[src/common/i3c_ccc_pkg.sv]
// CCC codes, address, length and event types, SET struct, FSM state enums and reset values
package i3c_ccc_pkg;

  // Widths fixed by the I3C standard
  typedef logic [7:0]  byte_t;
  typedef logic [6:0]  addr_t;
  typedef logic [15:0] len_t;
  // Event-enable mask, ENEC/DISEC byte layout
  typedef logic [7:0]  evt_t;

  // Broadcast codes, bit 7 clear
  localparam byte_t BcastEnec   = 8'h00;
  localparam byte_t BcastDisec  = 8'h01;
  localparam byte_t BcastRstdaa = 8'h06;
  localparam byte_t BcastSetmwl = 8'h09;
  localparam byte_t BcastSetmrl = 8'h0A;

  // Direct codes, bit 7 set
  localparam byte_t DirEnec      = 8'h80;
  localparam byte_t DirDisec     = 8'h81;
  localparam byte_t DirSetnewda  = 8'h88;
  localparam byte_t DirSetmwl    = 8'h89;
  localparam byte_t DirSetmrl    = 8'h8A;
  localparam byte_t DirGetmwl    = 8'h8B;
  localparam byte_t DirGetmrl    = 8'h8C;
  localparam byte_t DirGetpid    = 8'h8D;
  localparam byte_t DirGetbcr    = 8'h8E;
  localparam byte_t DirGetdcr    = 8'h8F;
  localparam byte_t DirGetstatus = 8'h90;

  // 7E with write bit
  localparam byte_t RsvdByte = 8'hFC;

  // Configuration after reset
  localparam len_t MwlReset = 16'd256;
  localparam len_t MrlReset = 16'd256;
  localparam evt_t EvtReset = 8'hFF;

  // What a committed SET changes
  typedef enum logic [2:0] {
    SetNone,
    SetEnec,
    SetDisec,
    SetRstdaa,
    SetMwl,
    SetMrl,
    SetNewda
  } set_kind_e;

  // Committed SET, valid is a one-cycle pulse
  typedef struct packed {
    logic      valid;
    set_kind_e kind;
    len_t      data;
  } ccc_set_t;

  typedef enum logic [2:0] {
    FeIdle,
    FeHeader,
    FeAck,
    FeCode,
    FeHandoff,
    FeActive,
    FeIgnore
  } FrontendState_e;

  typedef enum logic [3:0] {
    CcIdle,
    CcTbit,
    CcWaitSr,
    CcAddr,
    CcAddrAck,
    CcRxData,
    CcRxTbit,
    CcTxData,
    CcTxTbit,
    CcCommit,
    CcDone
  } CccState_e;

endpackage

[src/ccc/ccc_get_mux.sv]
// GET response byte counter and most-significant-first byte selection
module ccc_get_mux (
  input  logic               clk_i,
  input  logic               rst_ni,
  input  i3c_ccc_pkg::byte_t ccc_code_i,
  input  logic               load_i,
  input  logic               advance_i,
  input  i3c_ccc_pkg::byte_t bcr_i,
  input  i3c_ccc_pkg::byte_t dcr_i,
  input  logic [15:0]        status_i,
  input  logic [47:0]        pid_i,
  input  i3c_ccc_pkg::len_t  mwl_i,
  input  i3c_ccc_pkg::len_t  mrl_i,
  output i3c_ccc_pkg::byte_t get_byte_o,
  output logic               get_last_o
);
  import i3c_ccc_pkg::*;

  // Bytes left, 1 on the final byte
  logic [2:0]  cnt_q;
  logic [2:0]  cnt_init;
  logic [47:0] pid_shift;

  always_comb begin
    case (ccc_code_i)
      DirGetbcr, DirGetdcr:    cnt_init = 3'd1;
      DirGetstatus, DirGetmwl: cnt_init = 3'd2;
      DirGetmrl:               cnt_init = 3'd3;
      DirGetpid:               cnt_init = 3'd6;
      default:                 cnt_init = 3'd0;
    endcase
  end

  always_ff @(posedge clk_i or negedge rst_ni) begin
    if (!rst_ni) begin
      cnt_q <= 3'd0;
    end else if (load_i) begin
      cnt_q <= cnt_init;
    end else if (advance_i && cnt_q != 3'd0) begin
      cnt_q <= cnt_q - 3'd1;
    end
  end

  // PID byte n sits at bits 8n-1 down to 8n-8
  assign pid_shift = pid_i >> {cnt_q - 3'd1, 3'b000};

  always_comb begin
    case (ccc_code_i)
      DirGetbcr:    get_byte_o = bcr_i;
      DirGetdcr:    get_byte_o = dcr_i;
      DirGetstatus: get_byte_o = (cnt_q == 3'd2) ? status_i[15:8] : status_i[7:0];
      DirGetmwl:    get_byte_o = (cnt_q == 3'd2) ? mwl_i[15:8] : mwl_i[7:0];
      // Third MRL byte reads as zero
      DirGetmrl:    get_byte_o = (cnt_q == 3'd3) ? mrl_i[15:8] :
                                 (cnt_q == 3'd2) ? mrl_i[7:0] : 8'h00;
      DirGetpid:    get_byte_o = pid_shift[7:0];
      default:      get_byte_o = 8'h00;
    endcase
  end

  assign get_last_o = (cnt_q == 3'd1);

endmodule

[src/ccc/ccc_handler.sv]
// CCC handler FSM: T-bits, direct address match, SET data collection, commit pulse, GET stream
module ccc_handler (
  input  logic                  clk_i,
  input  logic                  rst_ni,
  input  logic                  ccc_valid_i,
  input  i3c_ccc_pkg::byte_t    ccc_code_i,
  input  logic                  bus_start_i,
  input  logic                  bus_stop_i,
  input  logic                  bus_rx_done_i,
  input  i3c_ccc_pkg::byte_t    bus_rx_data_i,
  input  logic                  bus_tx_done_i,
  input  i3c_ccc_pkg::addr_t    static_addr_i,
  input  logic                  static_addr_valid_i,
  input  i3c_ccc_pkg::addr_t    dyn_addr_i,
  input  logic                  dyn_addr_valid_i,
  input  i3c_ccc_pkg::byte_t    bcr_i,
  input  i3c_ccc_pkg::byte_t    dcr_i,
  input  logic [15:0]           status_i,
  input  logic [47:0]           pid_i,
  input  i3c_ccc_pkg::len_t     mwl_i,
  input  i3c_ccc_pkg::len_t     mrl_i,
  output logic                  rx_req_byte_o,
  output logic                  rx_req_bit_o,
  output logic                  tx_req_byte_o,
  output logic                  tx_req_bit_o,
  output i3c_ccc_pkg::byte_t    tx_value_o,
  output logic                  ccc_done_o,
  output i3c_ccc_pkg::ccc_set_t ccc_set_o
);
  import i3c_ccc_pkg::*;

  CccState_e state_q, state_d;
  byte_t     code_q;
  // Address byte after Sr, bit 0 is RnW
  byte_t     addr_q;
  len_t      data_q;
  // SET bytes still expected
  logic [1:0] cnt_q;
  logic [1:0] nbytes;
  set_kind_e kind;
  logic      is_direct, is_get, known;
  logic      is_rsvd, is_ours, addr_ack;
  byte_t     get_byte;
  logic      get_last;

  // Command decode
  always_comb begin
    case (code_q)
      BcastEnec, DirEnec:     kind = SetEnec;
      BcastDisec, DirDisec:   kind = SetDisec;
      BcastRstdaa:            kind = SetRstdaa;
      BcastSetmwl, DirSetmwl: kind = SetMwl;
      BcastSetmrl, DirSetmrl: kind = SetMrl;
      DirSetnewda:            kind = SetNewda;
      default:                kind = SetNone;
    endcase
  end

  assign is_get    = code_q inside {DirGetbcr, DirGetdcr, DirGetstatus,
                                    DirGetmwl, DirGetmrl, DirGetpid};
  assign known     = (kind != SetNone) || is_get;
  assign is_direct = code_q[7];
  // Lengths take two bytes, RSTDAA none
  assign nbytes    = (kind == SetRstdaa) ? 2'd0 :
                     (kind inside {SetMwl, SetMrl}) ? 2'd2 : 2'd1;

  // Dynamic address wins once assigned
  always_comb begin
    if (dyn_addr_valid_i) is_ours = (addr_q[7:1] == dyn_addr_i);
    else if (static_addr_valid_i) is_ours = (addr_q[7:1] == static_addr_i);
    else is_ours = 1'b0;
  end

  assign is_rsvd  = (addr_q == RsvdByte);
  // Direction must fit the command
  assign addr_ack = is_rsvd || (is_ours && (addr_q[0] == is_get));

  always_comb begin
    state_d = state_q;
    case (state_q)
      CcIdle:   if (ccc_valid_i) state_d = CcTbit;
      CcTbit: begin
        if (bus_rx_done_i) begin
          // Unknown codes sit out the rest of the frame
          if (!known || is_direct) state_d = CcWaitSr;
          else if (nbytes == 2'd0) state_d = CcCommit;
          else state_d = CcRxData;
        end
      end
      CcWaitSr: if (bus_start_i && is_direct && known) state_d = CcAddr;
      CcAddr:   if (bus_rx_done_i) state_d = CcAddrAck;
      CcAddrAck: begin
        if (bus_tx_done_i) begin
          if (is_rsvd) state_d = CcDone;
          else if (!addr_ack) state_d = CcWaitSr;
          else if (addr_q[0]) state_d = CcTxData;
          else state_d = CcRxData;
        end
      end
      // Sr mid-transfer drops partial data
      CcRxData: begin
        if (bus_start_i && is_direct) state_d = CcAddr;
        else if (bus_rx_done_i) state_d = CcRxTbit;
      end
      CcRxTbit: if (bus_rx_done_i) state_d = (cnt_q == 2'd0) ? CcCommit : CcRxData;
      CcTxData: begin
        if (bus_start_i) state_d = CcAddr;
        else if (bus_tx_done_i) state_d = CcTxTbit;
      end
      CcTxTbit: if (bus_tx_done_i) state_d = get_last ? CcWaitSr : CcTxData;
      CcCommit: state_d = CcWaitSr;
      CcDone:   state_d = CcIdle;
      default:  state_d = CcIdle;
    endcase
  end

  always_ff @(posedge clk_i or negedge rst_ni) begin
    if (!rst_ni) begin
      state_q <= CcIdle;
      cnt_q   <= 2'd0;
    end else begin
      // Stop ends the CCC from anywhere
      state_q <= bus_stop_i ? CcDone : state_d;
      if (state_q == CcTbit || state_q == CcAddrAck) cnt_q <= nbytes;
      else if (state_q == CcRxData && bus_rx_done_i) cnt_q <= cnt_q - 2'd1;
    end
  end

  always_ff @(posedge clk_i) begin
    if (ccc_valid_i) code_q <= ccc_code_i;
    if (state_q == CcAddr && bus_rx_done_i) addr_q <= bus_rx_data_i;
    // First byte ends up high
    if (state_q == CcRxData && bus_rx_done_i) data_q <= {data_q[7:0], bus_rx_data_i};
  end

  always_comb begin
    rx_req_byte_o = 1'b0;
    rx_req_bit_o  = 1'b0;
    tx_req_byte_o = 1'b0;
    tx_req_bit_o  = 1'b0;
    tx_value_o    = '0;
    case (state_q)
      CcTbit, CcRxTbit:   rx_req_bit_o = 1'b1;
      CcAddr, CcRxData:   rx_req_byte_o = 1'b1;
      CcAddrAck: begin
        tx_req_bit_o = 1'b1;
        tx_value_o   = {7'h00, !addr_ack};
      end
      CcTxData: begin
        tx_req_byte_o = 1'b1;
        tx_value_o    = get_byte;
      end
      // T-bit 0 ends the read
      CcTxTbit: begin
        tx_req_bit_o = 1'b1;
        tx_value_o   = {7'h00, !get_last};
      end
      default:  tx_value_o = '0;
    endcase
  end

  assign ccc_done_o = (state_q == CcDone);

  always_comb begin
    ccc_set_o.valid = (state_q == CcCommit);
    ccc_set_o.kind  = kind;
    case (kind)
      SetMwl, SetMrl: ccc_set_o.data = data_q;
      SetNewda:       ccc_set_o.data = {9'h000, data_q[7:1]};
      default:        ccc_set_o.data = {8'h00, data_q[7:0]};
    endcase
  end

  ccc_get_mux get_mux_i (
    .clk_i      (clk_i),
    .rst_ni     (rst_ni),
    .ccc_code_i (code_q),
    .load_i     (state_q == CcAddrAck && bus_tx_done_i),
    .advance_i  (state_q == CcTxTbit && bus_tx_done_i),
    .bcr_i      (bcr_i),
    .dcr_i      (dcr_i),
    .status_i   (status_i),
    .pid_i      (pid_i),
    .mwl_i      (mwl_i),
    .mrl_i      (mrl_i),
    .get_byte_o (get_byte),
    .get_last_o (get_last)
  );

  a_no_rx_tx_overlap: assert property (@(posedge clk_i) disable iff (!rst_ni)
    !((rx_req_byte_o || rx_req_bit_o) && (tx_req_byte_o || tx_req_bit_o)));

  a_set_one_cycle: assert property (@(posedge clk_i) disable iff (!rst_ni)
    ccc_set_o.valid |=> !ccc_set_o.valid);

endmodule

[src/i3c_target_core.sv]
// I3C target core top: front end, CCC handler, configuration registers and bus sharing
module i3c_target_core (
  input  logic               clk_i,
  input  logic               rst_ni,
  input  logic               bus_start_i,
  input  logic               bus_stop_i,
  input  logic               bus_rx_done_i,
  input  i3c_ccc_pkg::byte_t bus_rx_data_i,
  input  logic               bus_tx_done_i,
  output logic               bus_rx_req_byte_o,
  output logic               bus_rx_req_bit_o,
  output logic               bus_tx_req_byte_o,
  output logic               bus_tx_req_bit_o,
  output i3c_ccc_pkg::byte_t bus_tx_value_o,
  input  i3c_ccc_pkg::addr_t static_addr_i,
  input  logic               static_addr_valid_i,
  input  i3c_ccc_pkg::byte_t bcr_i,
  input  i3c_ccc_pkg::byte_t dcr_i,
  input  logic [15:0]        status_i,
  input  logic [47:0]        pid_i,
  output i3c_ccc_pkg::addr_t dyn_addr_o,
  output logic               dyn_addr_valid_o,
  output i3c_ccc_pkg::len_t  mwl_o,
  output i3c_ccc_pkg::len_t  mrl_o,
  output i3c_ccc_pkg::evt_t  evt_en_o
);
  import i3c_ccc_pkg::*;

  logic     fe_rx_req_byte, fe_tx_req_bit;
  logic     ccc_valid, ccc_active, ccc_done;
  byte_t    ccc_code;
  logic     hdl_rx_req_byte, hdl_rx_req_bit, hdl_tx_req_byte, hdl_tx_req_bit;
  byte_t    hdl_tx_value;
  ccc_set_t ccc_set;

  // Only one side requests at a time
  assign bus_rx_req_byte_o = fe_rx_req_byte | hdl_rx_req_byte;
  assign bus_rx_req_bit_o  = hdl_rx_req_bit;
  assign bus_tx_req_byte_o = hdl_tx_req_byte;
  assign bus_tx_req_bit_o  = fe_tx_req_bit | hdl_tx_req_bit;
  // Front end only sends the header ACK
  assign bus_tx_value_o    = ccc_active ? hdl_tx_value : 8'h00;

  target_frontend frontend_i (
    .clk_i         (clk_i),
    .rst_ni        (rst_ni),
    .bus_start_i   (bus_start_i),
    .bus_stop_i    (bus_stop_i),
    .bus_rx_done_i (bus_rx_done_i),
    .bus_rx_data_i (bus_rx_data_i),
    .bus_tx_done_i (bus_tx_done_i),
    .ccc_done_i    (ccc_done),
    .rx_req_byte_o (fe_rx_req_byte),
    .tx_req_bit_o  (fe_tx_req_bit),
    .ccc_valid_o   (ccc_valid),
    .ccc_code_o    (ccc_code),
    .ccc_active_o  (ccc_active)
  );

  ccc_handler handler_i (
    .clk_i               (clk_i),
    .rst_ni              (rst_ni),
    .ccc_valid_i         (ccc_valid),
    .ccc_code_i          (ccc_code),
    .bus_start_i         (bus_start_i),
    .bus_stop_i          (bus_stop_i),
    .bus_rx_done_i       (bus_rx_done_i),
    .bus_rx_data_i       (bus_rx_data_i),
    .bus_tx_done_i       (bus_tx_done_i),
    .static_addr_i       (static_addr_i),
    .static_addr_valid_i (static_addr_valid_i),
    .dyn_addr_i          (dyn_addr_o),
    .dyn_addr_valid_i    (dyn_addr_valid_o),
    .bcr_i               (bcr_i),
    .dcr_i               (dcr_i),
    .status_i            (status_i),
    .pid_i               (pid_i),
    .mwl_i               (mwl_o),
    .mrl_i               (mrl_o),
    .rx_req_byte_o       (hdl_rx_req_byte),
    .rx_req_bit_o        (hdl_rx_req_bit),
    .tx_req_byte_o       (hdl_tx_req_byte),
    .tx_req_bit_o        (hdl_tx_req_bit),
    .tx_value_o          (hdl_tx_value),
    .ccc_done_o          (ccc_done),
    .ccc_set_o           (ccc_set)
  );

  target_csr csr_i (
    .clk_i            (clk_i),
    .rst_ni           (rst_ni),
    .ccc_set_i        (ccc_set),
    .dyn_addr_o       (dyn_addr_o),
    .dyn_addr_valid_o (dyn_addr_valid_o),
    .mwl_o            (mwl_o),
    .mrl_o            (mrl_o),
    .evt_en_o         (evt_en_o)
  );

endmodule

[src/target_csr.sv]
// Target configuration registers: dynamic address, max lengths and event enables
module target_csr (
  input  logic                  clk_i,
  input  logic                  rst_ni,
  input  i3c_ccc_pkg::ccc_set_t ccc_set_i,
  output i3c_ccc_pkg::addr_t    dyn_addr_o,
  output logic                  dyn_addr_valid_o,
  output i3c_ccc_pkg::len_t     mwl_o,
  output i3c_ccc_pkg::len_t     mrl_o,
  output i3c_ccc_pkg::evt_t     evt_en_o
);
  import i3c_ccc_pkg::*;

  addr_t dyn_addr_q;
  logic  dyn_addr_valid_q;
  len_t  mwl_q;
  len_t  mrl_q;
  evt_t  evt_q;
  evt_t  set_byte;

  // Low byte carries ENEC/DISEC mask
  assign set_byte = ccc_set_i.data[7:0];

  always_ff @(posedge clk_i or negedge rst_ni) begin
    if (!rst_ni) begin
      dyn_addr_q       <= '0;
      dyn_addr_valid_q <= 1'b0;
      mwl_q            <= MwlReset;
      mrl_q            <= MrlReset;
      evt_q            <= EvtReset;
    end else if (ccc_set_i.valid) begin
      case (ccc_set_i.kind)
        SetEnec:   evt_q <= evt_q | set_byte;
        SetDisec:  evt_q <= evt_q & ~set_byte;
        SetRstdaa: dyn_addr_valid_q <= 1'b0;
        SetMwl:    mwl_q <= ccc_set_i.data;
        SetMrl:    mrl_q <= ccc_set_i.data;
        // Renaming only, no first assignment
        SetNewda: begin
          if (dyn_addr_valid_q) begin
            dyn_addr_q       <= ccc_set_i.data[6:0];
            dyn_addr_valid_q <= 1'b1;
          end
        end
        default:   evt_q <= evt_q;
      endcase
    end
  end

  assign dyn_addr_o       = dyn_addr_q;
  assign dyn_addr_valid_o = dyn_addr_valid_q;
  assign mwl_o            = mwl_q;
  assign mrl_o            = mrl_q;
  assign evt_en_o         = evt_q;

endmodule

[src/target_frontend.sv]
// Target front end: header byte check, broadcast ACK, command code capture and handoff
module target_frontend (
  input  logic               clk_i,
  input  logic               rst_ni,
  input  logic               bus_start_i,
  input  logic               bus_stop_i,
  input  logic               bus_rx_done_i,
  input  i3c_ccc_pkg::byte_t bus_rx_data_i,
  input  logic               bus_tx_done_i,
  input  logic               ccc_done_i,
  output logic               rx_req_byte_o,
  output logic               tx_req_bit_o,
  output logic               ccc_valid_o,
  output i3c_ccc_pkg::byte_t ccc_code_o,
  output logic               ccc_active_o
);
  import i3c_ccc_pkg::*;

  FrontendState_e state_q, state_d;
  byte_t          code_q;

  always_comb begin
    state_d = state_q;
    case (state_q)
      FeIdle:    if (bus_start_i) state_d = FeHeader;
      FeHeader: begin
        if (bus_rx_done_i) begin
          // Only 7E/W is ours, anything else waits for Stop
          state_d = (bus_rx_data_i == RsvdByte) ? FeAck : FeIgnore;
        end
      end
      FeAck:     if (bus_tx_done_i) state_d = FeCode;
      FeCode:    if (bus_rx_done_i) state_d = FeHandoff;
      FeHandoff: state_d = FeActive;
      // Handler owns the bus until it hands back
      FeActive:  if (ccc_done_i) state_d = FeIdle;
      default:   state_d = state_q;
    endcase
    // Stop and Start only matter while not handed off
    if (!ccc_active_o) begin
      if (bus_stop_i) state_d = FeIdle;
      else if (bus_start_i) state_d = FeHeader;
    end
  end

  always_ff @(posedge clk_i or negedge rst_ni) begin
    if (!rst_ni) begin
      state_q <= FeIdle;
    end else begin
      state_q <= state_d;
    end
  end

  // Command code held for the handler
  always_ff @(posedge clk_i) begin
    if (state_q == FeCode && bus_rx_done_i) begin
      code_q <= bus_rx_data_i;
    end
  end

  assign rx_req_byte_o = (state_q == FeHeader) || (state_q == FeCode);
  // ACK bit, value 0 comes from the top-level mux
  assign tx_req_bit_o  = (state_q == FeAck);
  assign ccc_valid_o   = (state_q == FeHandoff);
  assign ccc_active_o  = (state_q == FeHandoff) || (state_q == FeActive);
  assign ccc_code_o    = code_q;

  // New handoff only after the previous one returned
  a_valid_not_active: assert property (@(posedge clk_i) disable iff (!rst_ni)
    ccc_valid_o |-> !$past(ccc_active_o));

endmodule

[config.mk]
export PLATFORM = sky130hd
export DESIGN_NAME = i3c_target_core
export DESIGN_NICKNAME = d
export VERILOG_FILES = /design/src/common/i3c_ccc_pkg.sv /design/src/ccc/ccc_get_mux.sv /design/src/ccc/ccc_handler.sv /design/src/i3c_target_core.sv /design/src/target_csr.sv /design/src/target_frontend.sv
export SDC_FILE = /design/constraint.sdc
export NUM_CORES = 1
export LEC_CHECK = 0
export ABC_AREA = 1
export BUFFER_PORTS_ARGS = -buffer_cell sky130_fd_sc_hd__buf_2
export CORE_MARGIN = 1.5
export CORE_UTILIZATION = 42
export DETAILED_ROUTE_END_ITERATION = 8
export PLACE_DENSITY = 0.66
export SKIP_LAST_GASP = 1
export SYNTH_ARGS = -nofsm -noshare
export SYNTH_HDL_FRONTEND = slang
export SYNTH_SLANG_ARGS = --single-unit
[constraint.sdc]
create_clock -name clk_i -period 5.6 [get_ports clk_i]
set_clock_uncertainty 0.15 [all_clocks]
set_input_delay 1.12 -clock clk_i [delete_from_list [all_inputs] [get_ports clk_i]]
set_output_delay 1.12 -clock clk_i [all_outputs]
set_load 0.03 [all_outputs]
==> reports/qor.yml, run 1 <==
hold_path:
  hold_path.class: "register to register"
timing:
  period_share: 0.924
  setup-tns-final_ns: 0
  setup_viol_count_final: 0
  hold-worst-slack_ns: 0.269
  finalHoldViolations: 0
  fmax_ghz: 0.193
  worst_slack_ns: 0.425
  maxSlewHeadroom: 0.361
  grt_setup_unrepaired: "false"
  drv_slew: 0
  tightest_slew_ns: 0.956
  fin_crit_ns: 5.17
global_route:
  antenna_found_initial: 0
  grt_pass1_vias: 5379
  grtUsageTotal: 0.243
  grt_first_pass_wirelength_um: 27700
  grt-ovfl-total: 0
  grt_start_max_net_pins: 61
place:
  dp_hpwl_um: 13800
  placed_area_mm2: 0.00689
  dp.cells: 1089
  place_ws_ns: 0.818
  io_buffers: 161
  gp_congestion: 0.918
layout:
  antenna_cells: 0
  design_area_mm2: 0.00726
  area_growth_pct: 22.5
  nets: 1028
  drive_above_1_share: 0.270
  mostFrequentLayoutCells: "nand2_1, buf_2, inv_1, nor2_1, o21ai_0"
  layout_commonest_cell: "nand2_1"
  final_util: 0.525
  instances_no_fill: 1105
yosys:
  synth_top_area_frac: 0.211
  syn_avg_cell_area_um2: 7.78
  syn_nets: 870
  synth_top_flop_cell: "dfrtp_1"
  synth_seq_cells: 100
  synth_edf_count: 40
  ys.warnings.count: 0
  synthCells: 762
  synth.largest_area_cell: "dfrtp_1"
  ys_async_sr_fraction: 0.600
  synth_area_mm2: 0.00593
  synth_seq_area_share: 0.458
  synth_area_leaders: "dfrtp_1, edfxtp_1, nand2_1"
  synth_cell_types: 49
critical_path:
  crit_fanout: 20
  timing.reg2reg.setup_slack_ns: 2.98
  crit_family: "buffers and inverters"
  cp.required_ns: 4.33
  critPathMaxStageDelay_ns: 0.71
  r2r_start: "handler_i.get_mux_i.cnt_q[0]$_DFFE_PN0P_"
  critPathCapture: "bus_tx_value_o[6]"
  worstSetupStartpoint: "handler_i.get_mux_i.cnt_q[0]$_DFFE_PN0P_"
  endpoint_kind: "output port"
  path_cells: "inv_1, ha_1, clkinv_1, nor2_2, o211ai_1, a21oi_1, nor4_2, nor2_1, buf_2"
  crit_type: "register to output port"
  reg2reg_to: "handler_i.get_mux_i.cnt_q[2]$_DFFE_PN0P_"
  crit_path_start_kind: "register"
  cp_slowest_cell: "dfrtp_1"
  reg2regPathDepth: 6
  critPathArrivalTime_ns: 3.90
  cp_num_cells: 9
  path_buf_inv: 3
clock_network:
  cts_buffer_depth: 2
  clock_sinks: 100
  tritoncts: "done"
  holdBufCountCts: 0
  root_buffer: "clkbuf_16"
  clk_latency_ns: 0.35
  ctsResizeCount: 0
  cts_buffers: 9
  htree_levels: 3
  clkTransAtPathRegs_ns: 0.07
  postCtsSetupRepairBufs: 0
pwr:
  seqPwrFrac: 0.363
  switching_share: 0.364
  clock_power_share: 0.319
  switchingPower_uw: 861
  vdd_ir_drop_max_mv: 0.160
  comb_power_share: 0.318
  p_leak_nw: 3.64
  internal-power_mw: 1.50
  powerDensity_mw_per_mm2: 326
  finalPower_mw: 2.36
floorplan:
  chipWidth_um: 122
  start_util: 0.429
  io_pins: 162
  core_mm2: 0.0138
  dieArea_mm2: 0.0148
  num_rows: 43
  die_height_um: 122
routing:
  dr.pass1.iters: 6
  wirelength_um: 17600
  drcViolationCount: 0
  avgRoutedWirePerCell_um: 15.9
  drt_iter0_drc: 453
  num_vias: 5722
  antenna_left: 0
  post_drt_via_cell_ratio: 5.18
run_status:
  status: "completed"
flow_run:
  maxCapViolCount: 0
[power groups by stage]
| stage | Combinational, mW | Sequential, mW | Clock (mW) |
|---|---|---|---|
| detailed placement | 0.750 | 0.873 | 0 |
| finish | 0.752 | 0.859 | 0.753 |
| CTS | 0.754 | 0.858 | 0.762 |
| global placement | 0.743 | 0.872 | 0 |
| global route | 0.861 | 0.865 | 0.788 |
| floorplan | 0.568 | 0.864 | 0 |
[sequential cells by signal, indices dropped and copies added, names as in the netlist, 3 cells and up, named ones only]
signal / flops
csr_i.dyn_addr_o: 7
handler_i.data_q: 16
handler_i.addr_q: 8
csr_i.mrl_o: 16
handler_i.code_q: 8
frontend_i.ccc_code_o: 8
handler_i.get_mux_i.cnt_q: 3
frontend_i.state_q: 3
csr_i.mwl_o: 16
handler_i.state_q: 4
[Yosys cell counts (2+ instances only)]
cell type    n
a21o_1       2
nor2_1      86
nor4_1       5
edfxtp_1    40
a21oi_1     35
o31ai_1      2
o21ai_2      7
o21ai_1      2
nand2_2     12
a22o_1       2
o41ai_1      3
nor2_4       3
inv_2       11
a31oi_1      9
a22oi_1      2
nand3_1     22
o311ai_0     2
nor3_1       7
xnor2_1      5
a41oi_1      2
dfstp_2     10
dfrtp_1     50
inv_1       85
nor2_2       8
o21ai_0     65
o211ai_1     6
ha_1         6
o22ai_1      9
buf_2        5
nand3_2      4
or2_0        3
or2_2        4
nand4_1     10
buf_6        2
nand2_4      3
clkbuf_1     7
nand2_1    212
nand3_4      3
[cell type report]
| type | count | area (µm²) |
|---|---|---|
| multi-input combinational | 549 | 2760 |
| fill | 1388 | 6570 |
| sequential | 100 | 2720 |
| clock inverter | 5 | 96.3 |
| clock buffer | 11 | 275 |
| inverter | 98 | 373 |
| timing repair buffer | 162 | 813 |
| tap | 180 | 225 |
[how the worst min path moves through the flow]
stage | slack (ns) | endpoint | start | depth (start not counted)
after floorplan | 0.25 | handler_i.code_q[0]$_DFFE_PP_ | frontend_i.ccc_code_o[0]$_DFFE_PP_ | 0
after global placement | 0.25 | handler_i.code_q[0]$_DFFE_PP_ | frontend_i.ccc_code_o[0]$_DFFE_PP_ | 0
after detailed placement | 0.25 | handler_i.code_q[7]$_DFFE_PP_ | frontend_i.ccc_code_o[7]$_DFFE_PP_ | 0
after CTS | 0.27 | handler_i.code_q[3]$_DFFE_PP_ | frontend_i.ccc_code_o[3]$_DFFE_PP_ | 0
after global routing | 0.28 | handler_i.code_q[6]$_DFFE_PP_ | frontend_i.ccc_code_o[6]$_DFFE_PP_ | 0
final | 0.27 | handler_i.code_q[7]$_DFFE_PP_ | frontend_i.ccc_code_o[7]$_DFFE_PP_ | 0
[logic make-up (layout without fill, tap and decap cells)]
kind of cell | after synthesis | after routing | synth area share
flip-flops | 100 | 100 | 0.458
AND/OR/NAND/NOR | 386 | 386 | 0.294
XOR/XNOR | 5 | 5 | 0.00739
buffers and inverters | 113 | 276 | 0.0766
adder cells (fa/ha/maj) | 6 | 6 | 0.0127
AO/OA/AOI/OAI | 152 | 152 | 0.151
[per-layer routing]
layer	up-vias	routed length, µm	global-route usage
met1	2657	7970	0.335
met4	0	408	0.0919
met5	-	0	0
met2	214	8070	0.390
met3	23	1130	0.0346
li1	2828	-	-
(Power assumes the default switching activity.)
==> run 2: changes to the inputs <==
- CORE_UTILIZATION: 42 -> 49
- PLACE_DENSITY: 0.66 -> 0.75
==> run 2 against run 1 <==
Against the previous run: sequential cell count did not move; maximum frequency rose by 0.54%; sequential power barely moved.
==> reports/qor.yml, run 2 (same netlist as run 1, synthesis figures left out) <==
timing:
  maxSlewHeadroom: 0.387  # +0.0257
  fmax_ghz: 0.194  # +0.54%
  period_share: 0.919  # -0.00492
  setup_viol_count_final: 0  # unchanged
  setup-tns-final_ns: 0  # unchanged
  tightest_slew_ns: 0.917  # -0.0385 ns
  hold-worst-slack_ns: 0.270  # +0.00154 ns
  fin_crit_ns: 5.15  # -0.0275 ns
  grt_setup_unrepaired: "false"
  drv_slew: 0  # unchanged
  finalHoldViolations: 0  # unchanged
  worst_slack_ns: 0.453  # +0.0275 ns
clock_network:
  cts_buffer_depth: 2  # unchanged
  htree_levels: 3  # unchanged
  postCtsSetupRepairBufs: 0  # unchanged
  clock_sinks: 100  # unchanged
  tritoncts: "done"
  clk_latency_ns: 0.35  # about the same
  root_buffer: "clkbuf_16"
  ctsResizeCount: 0  # unchanged
  clkTransAtPathRegs_ns: 0.07  # about the same
  cts_buffers: 9  # unchanged
  holdBufCountCts: 0  # unchanged
pwr:
  vdd_ir_drop_max_mv: 0.193  # +21%
  switchingPower_uw: 861  # about the same
  internal-power_mw: 1.37  # -9.1%
  seqPwrFrac: 0.385  # +0.022
  switching_share: 0.386  # +0.0225
  p_leak_nw: 3.61  # -0.87%
  clock_power_share: 0.276  # -0.043
  finalPower_mw: 2.23  # -5.8%
  comb_power_share: 0.339  # +0.021
  powerDensity_mw_per_mm2: 312  # -4.3%
layout:
  drive_above_1_share: 0.270  # unchanged
  final_util: 0.616  # +0.0907
  fillers: 1077  # -22%
  seq_area_mm2: 0.00272  # unchanged
  multi_input_area_mm2: 0.00276  # unchanged
  nets: 1028  # unchanged
  area_growth_pct: 20.6
  mostFrequentLayoutCells: "nand2_1, buf_2, inv_1, nor2_1, o21ai_0"
  layout_commonest_cell: "nand2_1"
run_status:
  status: "completed"
routing:
  drcViolationCount: 0  # unchanged
  wirelength_um: 17000  # -3.1%
  dr.pass1.iters: 5  # -1
  antenna_left: 0  # unchanged
  avgRoutedWirePerCell_um: 15.9  # +0.10%
  post_drt_via_cell_ratio: 5.40  # +4.4%
  drt_iter0_drc: 607  # +34%
  num_vias: 5783  # +1.1%
global_route:
  grt_start_max_net_pins: 61  # unchanged
  grt_pass1_vias: 5302  # -1.4%
  grt-ovfl-total: 0  # unchanged
  grtUsageTotal: 0.270  # +0.0271
  grt_first_pass_wirelength_um: 26900  # -3.0%
  antenna_found_initial: 2  # +2
critical_path:
  crit_fanout: 20  # unchanged
  crit_path_start_kind: "register"
  endpoint_kind: "output port"
  reg2reg_to: "handler_i.get_mux_i.cnt_q[2]$_DFFE_PN0P_"
  critPathArrivalTime_ns: 3.88  # -0.02 ns
  crit_type: "register to output port"
  cp.required_ns: 4.33  # about the same
  r2r_start: "handler_i.get_mux_i.cnt_q[0]$_DFFE_PN0P_"
  reg2regPathDepth: 6  # unchanged
  timing.reg2reg.setup_slack_ns: 2.95  # -0.03 ns
place:
  dp_hpwl_um: 13400  # -3.1%
  gp_congestion: 0.999  # +8.9%
  io_buffers: 161  # unchanged
  place_ws_ns: 0.930  # +0.112 ns
floorplan:
  num_rows: 39  # -9.3%
  dieArea_mm2: 0.0128  # -14%
  die_height_um: 113  # -7.2%
  chipWidth_um: 113  # -7.2%
  start_util: 0.511  # +0.0817
  io_pins: 162  # unchanged
  core_mm2: 0.0116  # -16%
hold_path:
  whs_endpoint: "handler_i.code_q[7]$_DFFE_PP_"
  hold_path.class: "register to register"
  hp-start: "frontend_i.ccc_code_o[7]$_DFFE_PP_"
  hold_depth: 0  # unchanged
flow_run:
  maxCapViolCount: 0  # unchanged
run 2: cell count changes in the layout (fill, tap and decap cells not counted), sizes merged:
cell    change
clkinv      +3
bufinv      -2
clkbuf      -2
diode       +2
inv         +1
run 2: power groups by stage:
| stage | clock network [mW] | logic [mW] | registers, mW |
|---|---|---|---|
| after floorplan | 0 | 0.568 | 0.864 |
| after global placement | 0 | 0.735 | 0.871 |
| after detailed placement | 0 | 0.741 | 0.872 |
| after CTS | 0.624 | 0.745 | 0.857 |
| after global routing | 0.650 | 0.854 | 0.867 |
| final | 0.614 | 0.755 | 0.858 |
run 2: area by class of cell:
| type | count | area share |
|---|---|---|
| Tap cell | 143 | 0.0250 |
| Multi-Input combinational cell | 549 | 0.386 |
| Inverter | 98 | 0.0521 |
| Sequential cell | 100 | 0.380 |
| Antenna cell | 2 | 0.000700 |
| Clock inverter | 7 | 0.0110 |
| Timing Repair Buffer | 162 | 0.114 |
| Clock buffer | 9 | 0.0315 |
run 2: critical path, stage by stage (launching register included):
cell	delay, ns
dfrtp_1	0.69
inv_1	0.42
ha_1	0.69
clkinv_1	0.50
nor2_2	0.42
nand2_1	0.09
nand2_1	0.08
nand2_1	0.05
nand2_1	0.11
a21oi_1	0.08
a21oi_1	0.18
buf_2	0.23
run 2: worst max-delay path by stage:
stage	start	slack (ns)	depth (start not counted)	to
detailed placement	handler_i.get_mux_i.cnt_q[0]$_DFFE_PN0P_	0.93	11	bus_tx_value_o[0]
finish	handler_i.get_mux_i.cnt_q[0]$_DFFE_PN0P_	0.45	11	bus_tx_value_o[0]
global placement	handler_i.get_mux_i.cnt_q[0]$_DFFE_PN0P_	1.03	11	bus_tx_value_o[0]
floorplan	handler_i.get_mux_i.cnt_q[0]$_DFFE_PN0P_	1.85	13	bus_tx_value_o[4]
CTS	handler_i.get_mux_i.cnt_q[0]$_DFFE_PN0P_	0.54	11	bus_tx_value_o[0]
global route	handler_i.get_mux_i.cnt_q[0]$_DFFE_PN0P_	0.09	11	bus_tx_value_o[0]
run 2: through the flow:
| stage | instance area (µm²) | std cells |
|---|---|---|
| 6_report | 7150 | 1070 |
| 5_1_grt | 7150 | 1070 |
| 4_1_cts | 7150 | 1068 |
| 3_5_place_dp | 6840 | 1052 |
| 3_3_place_gp | 6840 | 1052 |
| 2_1_floorplan | 5930 | 762 |
run 2: layer usage:
| metal | part of all wire | global-route usage | up-vias |
|---|---|---|---|
| met4 | 0.023 | 0.0942 | 0 |
| met1 | 0.46 | 0.377 | 2684 |
| met3 | 0.064 | 0.0461 | 27 |
| met5 | 0 | 0 | - |
| met2 | 0.45 | 0.429 | 226 |
| li1 | - | - | 2846 |
==> run 3: changes to the inputs <==
- CTS_BUF_LIST: unset -> sky130_fd_sc_hd__clkbuf_8
==> run 3 against run 2 <==
Against the previous run: sequential cell count unchanged; design area down 1.4%; combinational power about the same; core utilization down 0.87 points; first-iteration DRC count up 6.8%; worst setup slack worse by 0.028 ns; sequential power about the same; critical path type unchanged; largest power group unchanged; highest routed layer unchanged.
==> reports/qor.yml, run 3 (same netlist as run 1, synthesis figures left out) <==
run_status:
  status: "completed"
place:
  io_buffers: 161  # unchanged
  placed_area_mm2: 0.00684  # unchanged
  dp_hpwl_um: 13400  # unchanged
  gp_congestion: 0.999  # unchanged
floorplan:
  core_mm2: 0.0116  # unchanged
  chipWidth_um: 113  # unchanged
  num_rows: 39  # unchanged
  start_util: 0.511  # unchanged
  dieArea_mm2: 0.0128  # unchanged
  die_height_um: 113  # unchanged
  io_pins: 162  # unchanged
clock_network:
  clock_sinks: 100  # unchanged
  holdBufCountCts: 0  # unchanged
  htree_levels: 3  # unchanged
  cts_buffer_depth: 2  # unchanged
  clkTransAtPathRegs_ns: 0.10  # +0.03 ns
  postCtsSetupRepairBufs: 0  # unchanged
  root_buffer: "clkbuf_8"
  cts_buffers: 9  # unchanged
  tritoncts: "done"
  ctsResizeCount: 0  # unchanged
  clk_latency_ns: 0.39  # +0.04 ns
timing:
  setup_viol_count_final: 0  # unchanged
  period_share: 0.924  # +0.00497
  fin_crit_ns: 5.18  # +0.0279 ns
  finalHoldViolations: 0  # unchanged
  maxSlewHeadroom: 0.385  # -0.00162
  grt_setup_unrepaired: "false"
  drv_slew: 0  # unchanged
  tightest_slew_ns: 0.920  # +0.00242 ns
  fmax_ghz: 0.193  # -0.54%
  hold-worst-slack_ns: 0.277  # +0.00717 ns
  setup-tns-final_ns: 0  # unchanged
global_route:
  grt_pass1_vias: 5248  # -1.0%
  grt_first_pass_wirelength_um: 26700  # -0.51%
  grt_start_max_net_pins: 61  # unchanged
  grt-ovfl-total: 0  # unchanged
  antenna_found_initial: 2  # unchanged
  grtUsageTotal: 0.270  # unchanged
layout:
  area_growth_pct: 18.9
  layout_commonest_cell: "nand2_1"
  design_area_mm2: 0.00705  # -1.4%
  nets: 1028  # unchanged
  drive_above_1_share: 0.270  # unchanged
  fillers: 1080  # +0.28%
  mostFrequentLayoutCells: "nand2_1, buf_2, inv_1, nor2_1, o21ai_0"
critical_path:
  reg2regPathDepth: 6  # unchanged
  reg2reg_to: "handler_i.get_mux_i.cnt_q[2]$_DFFE_PN0P_"
  endpoint_kind: "output port"
  critPathArrivalTime_ns: 3.91  # +0.03 ns
  worstSetupStartpoint: "handler_i.get_mux_i.cnt_q[0]$_DFFE_PN0P_"
  cp.required_ns: 4.33  # about the same
  crit_path_start_kind: "register"
  timing.reg2reg.setup_slack_ns: 2.94  # about the same
  crit_fanout: 20  # unchanged
  r2r_start: "handler_i.get_mux_i.cnt_q[0]$_DFFE_PN0P_"
  critPathCapture: "bus_tx_value_o[0]"
  crit_type: "register to output port"
pwr:
  finalPower_mw: 2.07  # -7.2%
  powerDensity_mw_per_mm2: 293  # -5.8%
  p_leak_nw: 3.56  # -1.3%
  vdd_ir_drop_max_mv: 0.204  # +5.4%
routing:
  avgRoutedWirePerCell_um: 15.9  # -0.45%
  drcViolationCount: 0  # unchanged
  antenna_left: 0  # unchanged
  dr.pass1.iters: 5  # unchanged
  wirelength_um: 17000  # -0.45%
  post_drt_via_cell_ratio: 5.43  # +0.48%
  num_vias: 5811  # +0.48%
  drt_iter0_drc: 648  # +6.8%
flow_run:
  maxCapViolCount: 0  # unchanged
hold_path:
  hold_path.class: "register to register"
run 3: cell counts in the layout (fill, tap and decap cells not counted):
Identical to the previous run, type by type.
run 3: layer usage:
layer,global-route usage,up-vias,routed length [µm]
met1,0.378,2696,7770
met4,0.0942,0,430
met5,0,-,0
met2,0.425,245,7660
met3,0.0509,26,1100
li1,-,2844,-
run 3: metrics by stage:
| stage | std cells | worst slack (ns) | util |
|---|---|---|---|
| final | 1070 | 0.425 | 0.607 |
| after CTS | 1068 | 0.489 | 0.607 |
| after detailed placement | 1052 | 0.930 | 0.589 |
| after floorplan | 762 | 1.85 | - |
| after global routing | 1070 | 0.0305 | 0.607 |
| after global placement | 1052 | 1.03 | 0.589 |
run 3: how the worst min path moves through the flow:
| stage | endpoint | start | cells after the start |
|---|---|---|---|
| final | handler_i.code_q[7]$_DFFE_PP_ | frontend_i.ccc_code_o[7]$_DFFE_PP_ | 0 |
| after global routing | handler_i.code_q[6]$_DFFE_PP_ | frontend_i.ccc_code_o[6]$_DFFE_PP_ | 0 |
| after CTS | handler_i.code_q[7]$_DFFE_PP_ | frontend_i.ccc_code_o[7]$_DFFE_PP_ | 0 |
| after detailed placement | handler_i.code_q[6]$_DFFE_PP_ | frontend_i.ccc_code_o[6]$_DFFE_PP_ | 0 |
| after global placement | handler_i.code_q[0]$_DFFE_PP_ | frontend_i.ccc_code_o[0]$_DFFE_PP_ | 0 |
| after floorplan | handler_i.code_q[0]$_DFFE_PP_ | frontend_i.ccc_code_o[0]$_DFFE_PP_ | 0 |
run 3: layout make-up:
| type | instances | area (µm²) | share of cell area |
|---|---|---|---|
| clock inverter | 7 | 78.8 | 0.0112 |
| multi-input combinational | 549 | 2760 | 0.392 |
| antenna | 2 | 5.00 | 0.000710 |
| tap | 143 | 179 | 0.0254 |
| sequential | 100 | 2720 | 0.385 |
| timing repair buffer | 162 | 813 | 0.115 |
| clock buffer | 9 | 124 | 0.0176 |
| inverter | 98 | 373 | 0.0529 |
run 3: power breakdown:
group	internal, mW	switching (mW)	total [mW]
clock network	0.177	0.280	0.456
registers	0.805	0.0530	0.858
logic	0.245	0.509	0.754
run 3: worst max-delay path, stage by stage (launching register included):
cell and delay [ns]:
dfrtp_1 0.71, inv_1 0.43, ha_1 0.68, clkinv_1 0.49
nor2_2 0.41, nand2_1 0.09, nand2_1 0.08, nand2_1 0.05
nand2_1 0.11, a21oi_1 0.08, a21oi_1 0.18, buf_2 0.23
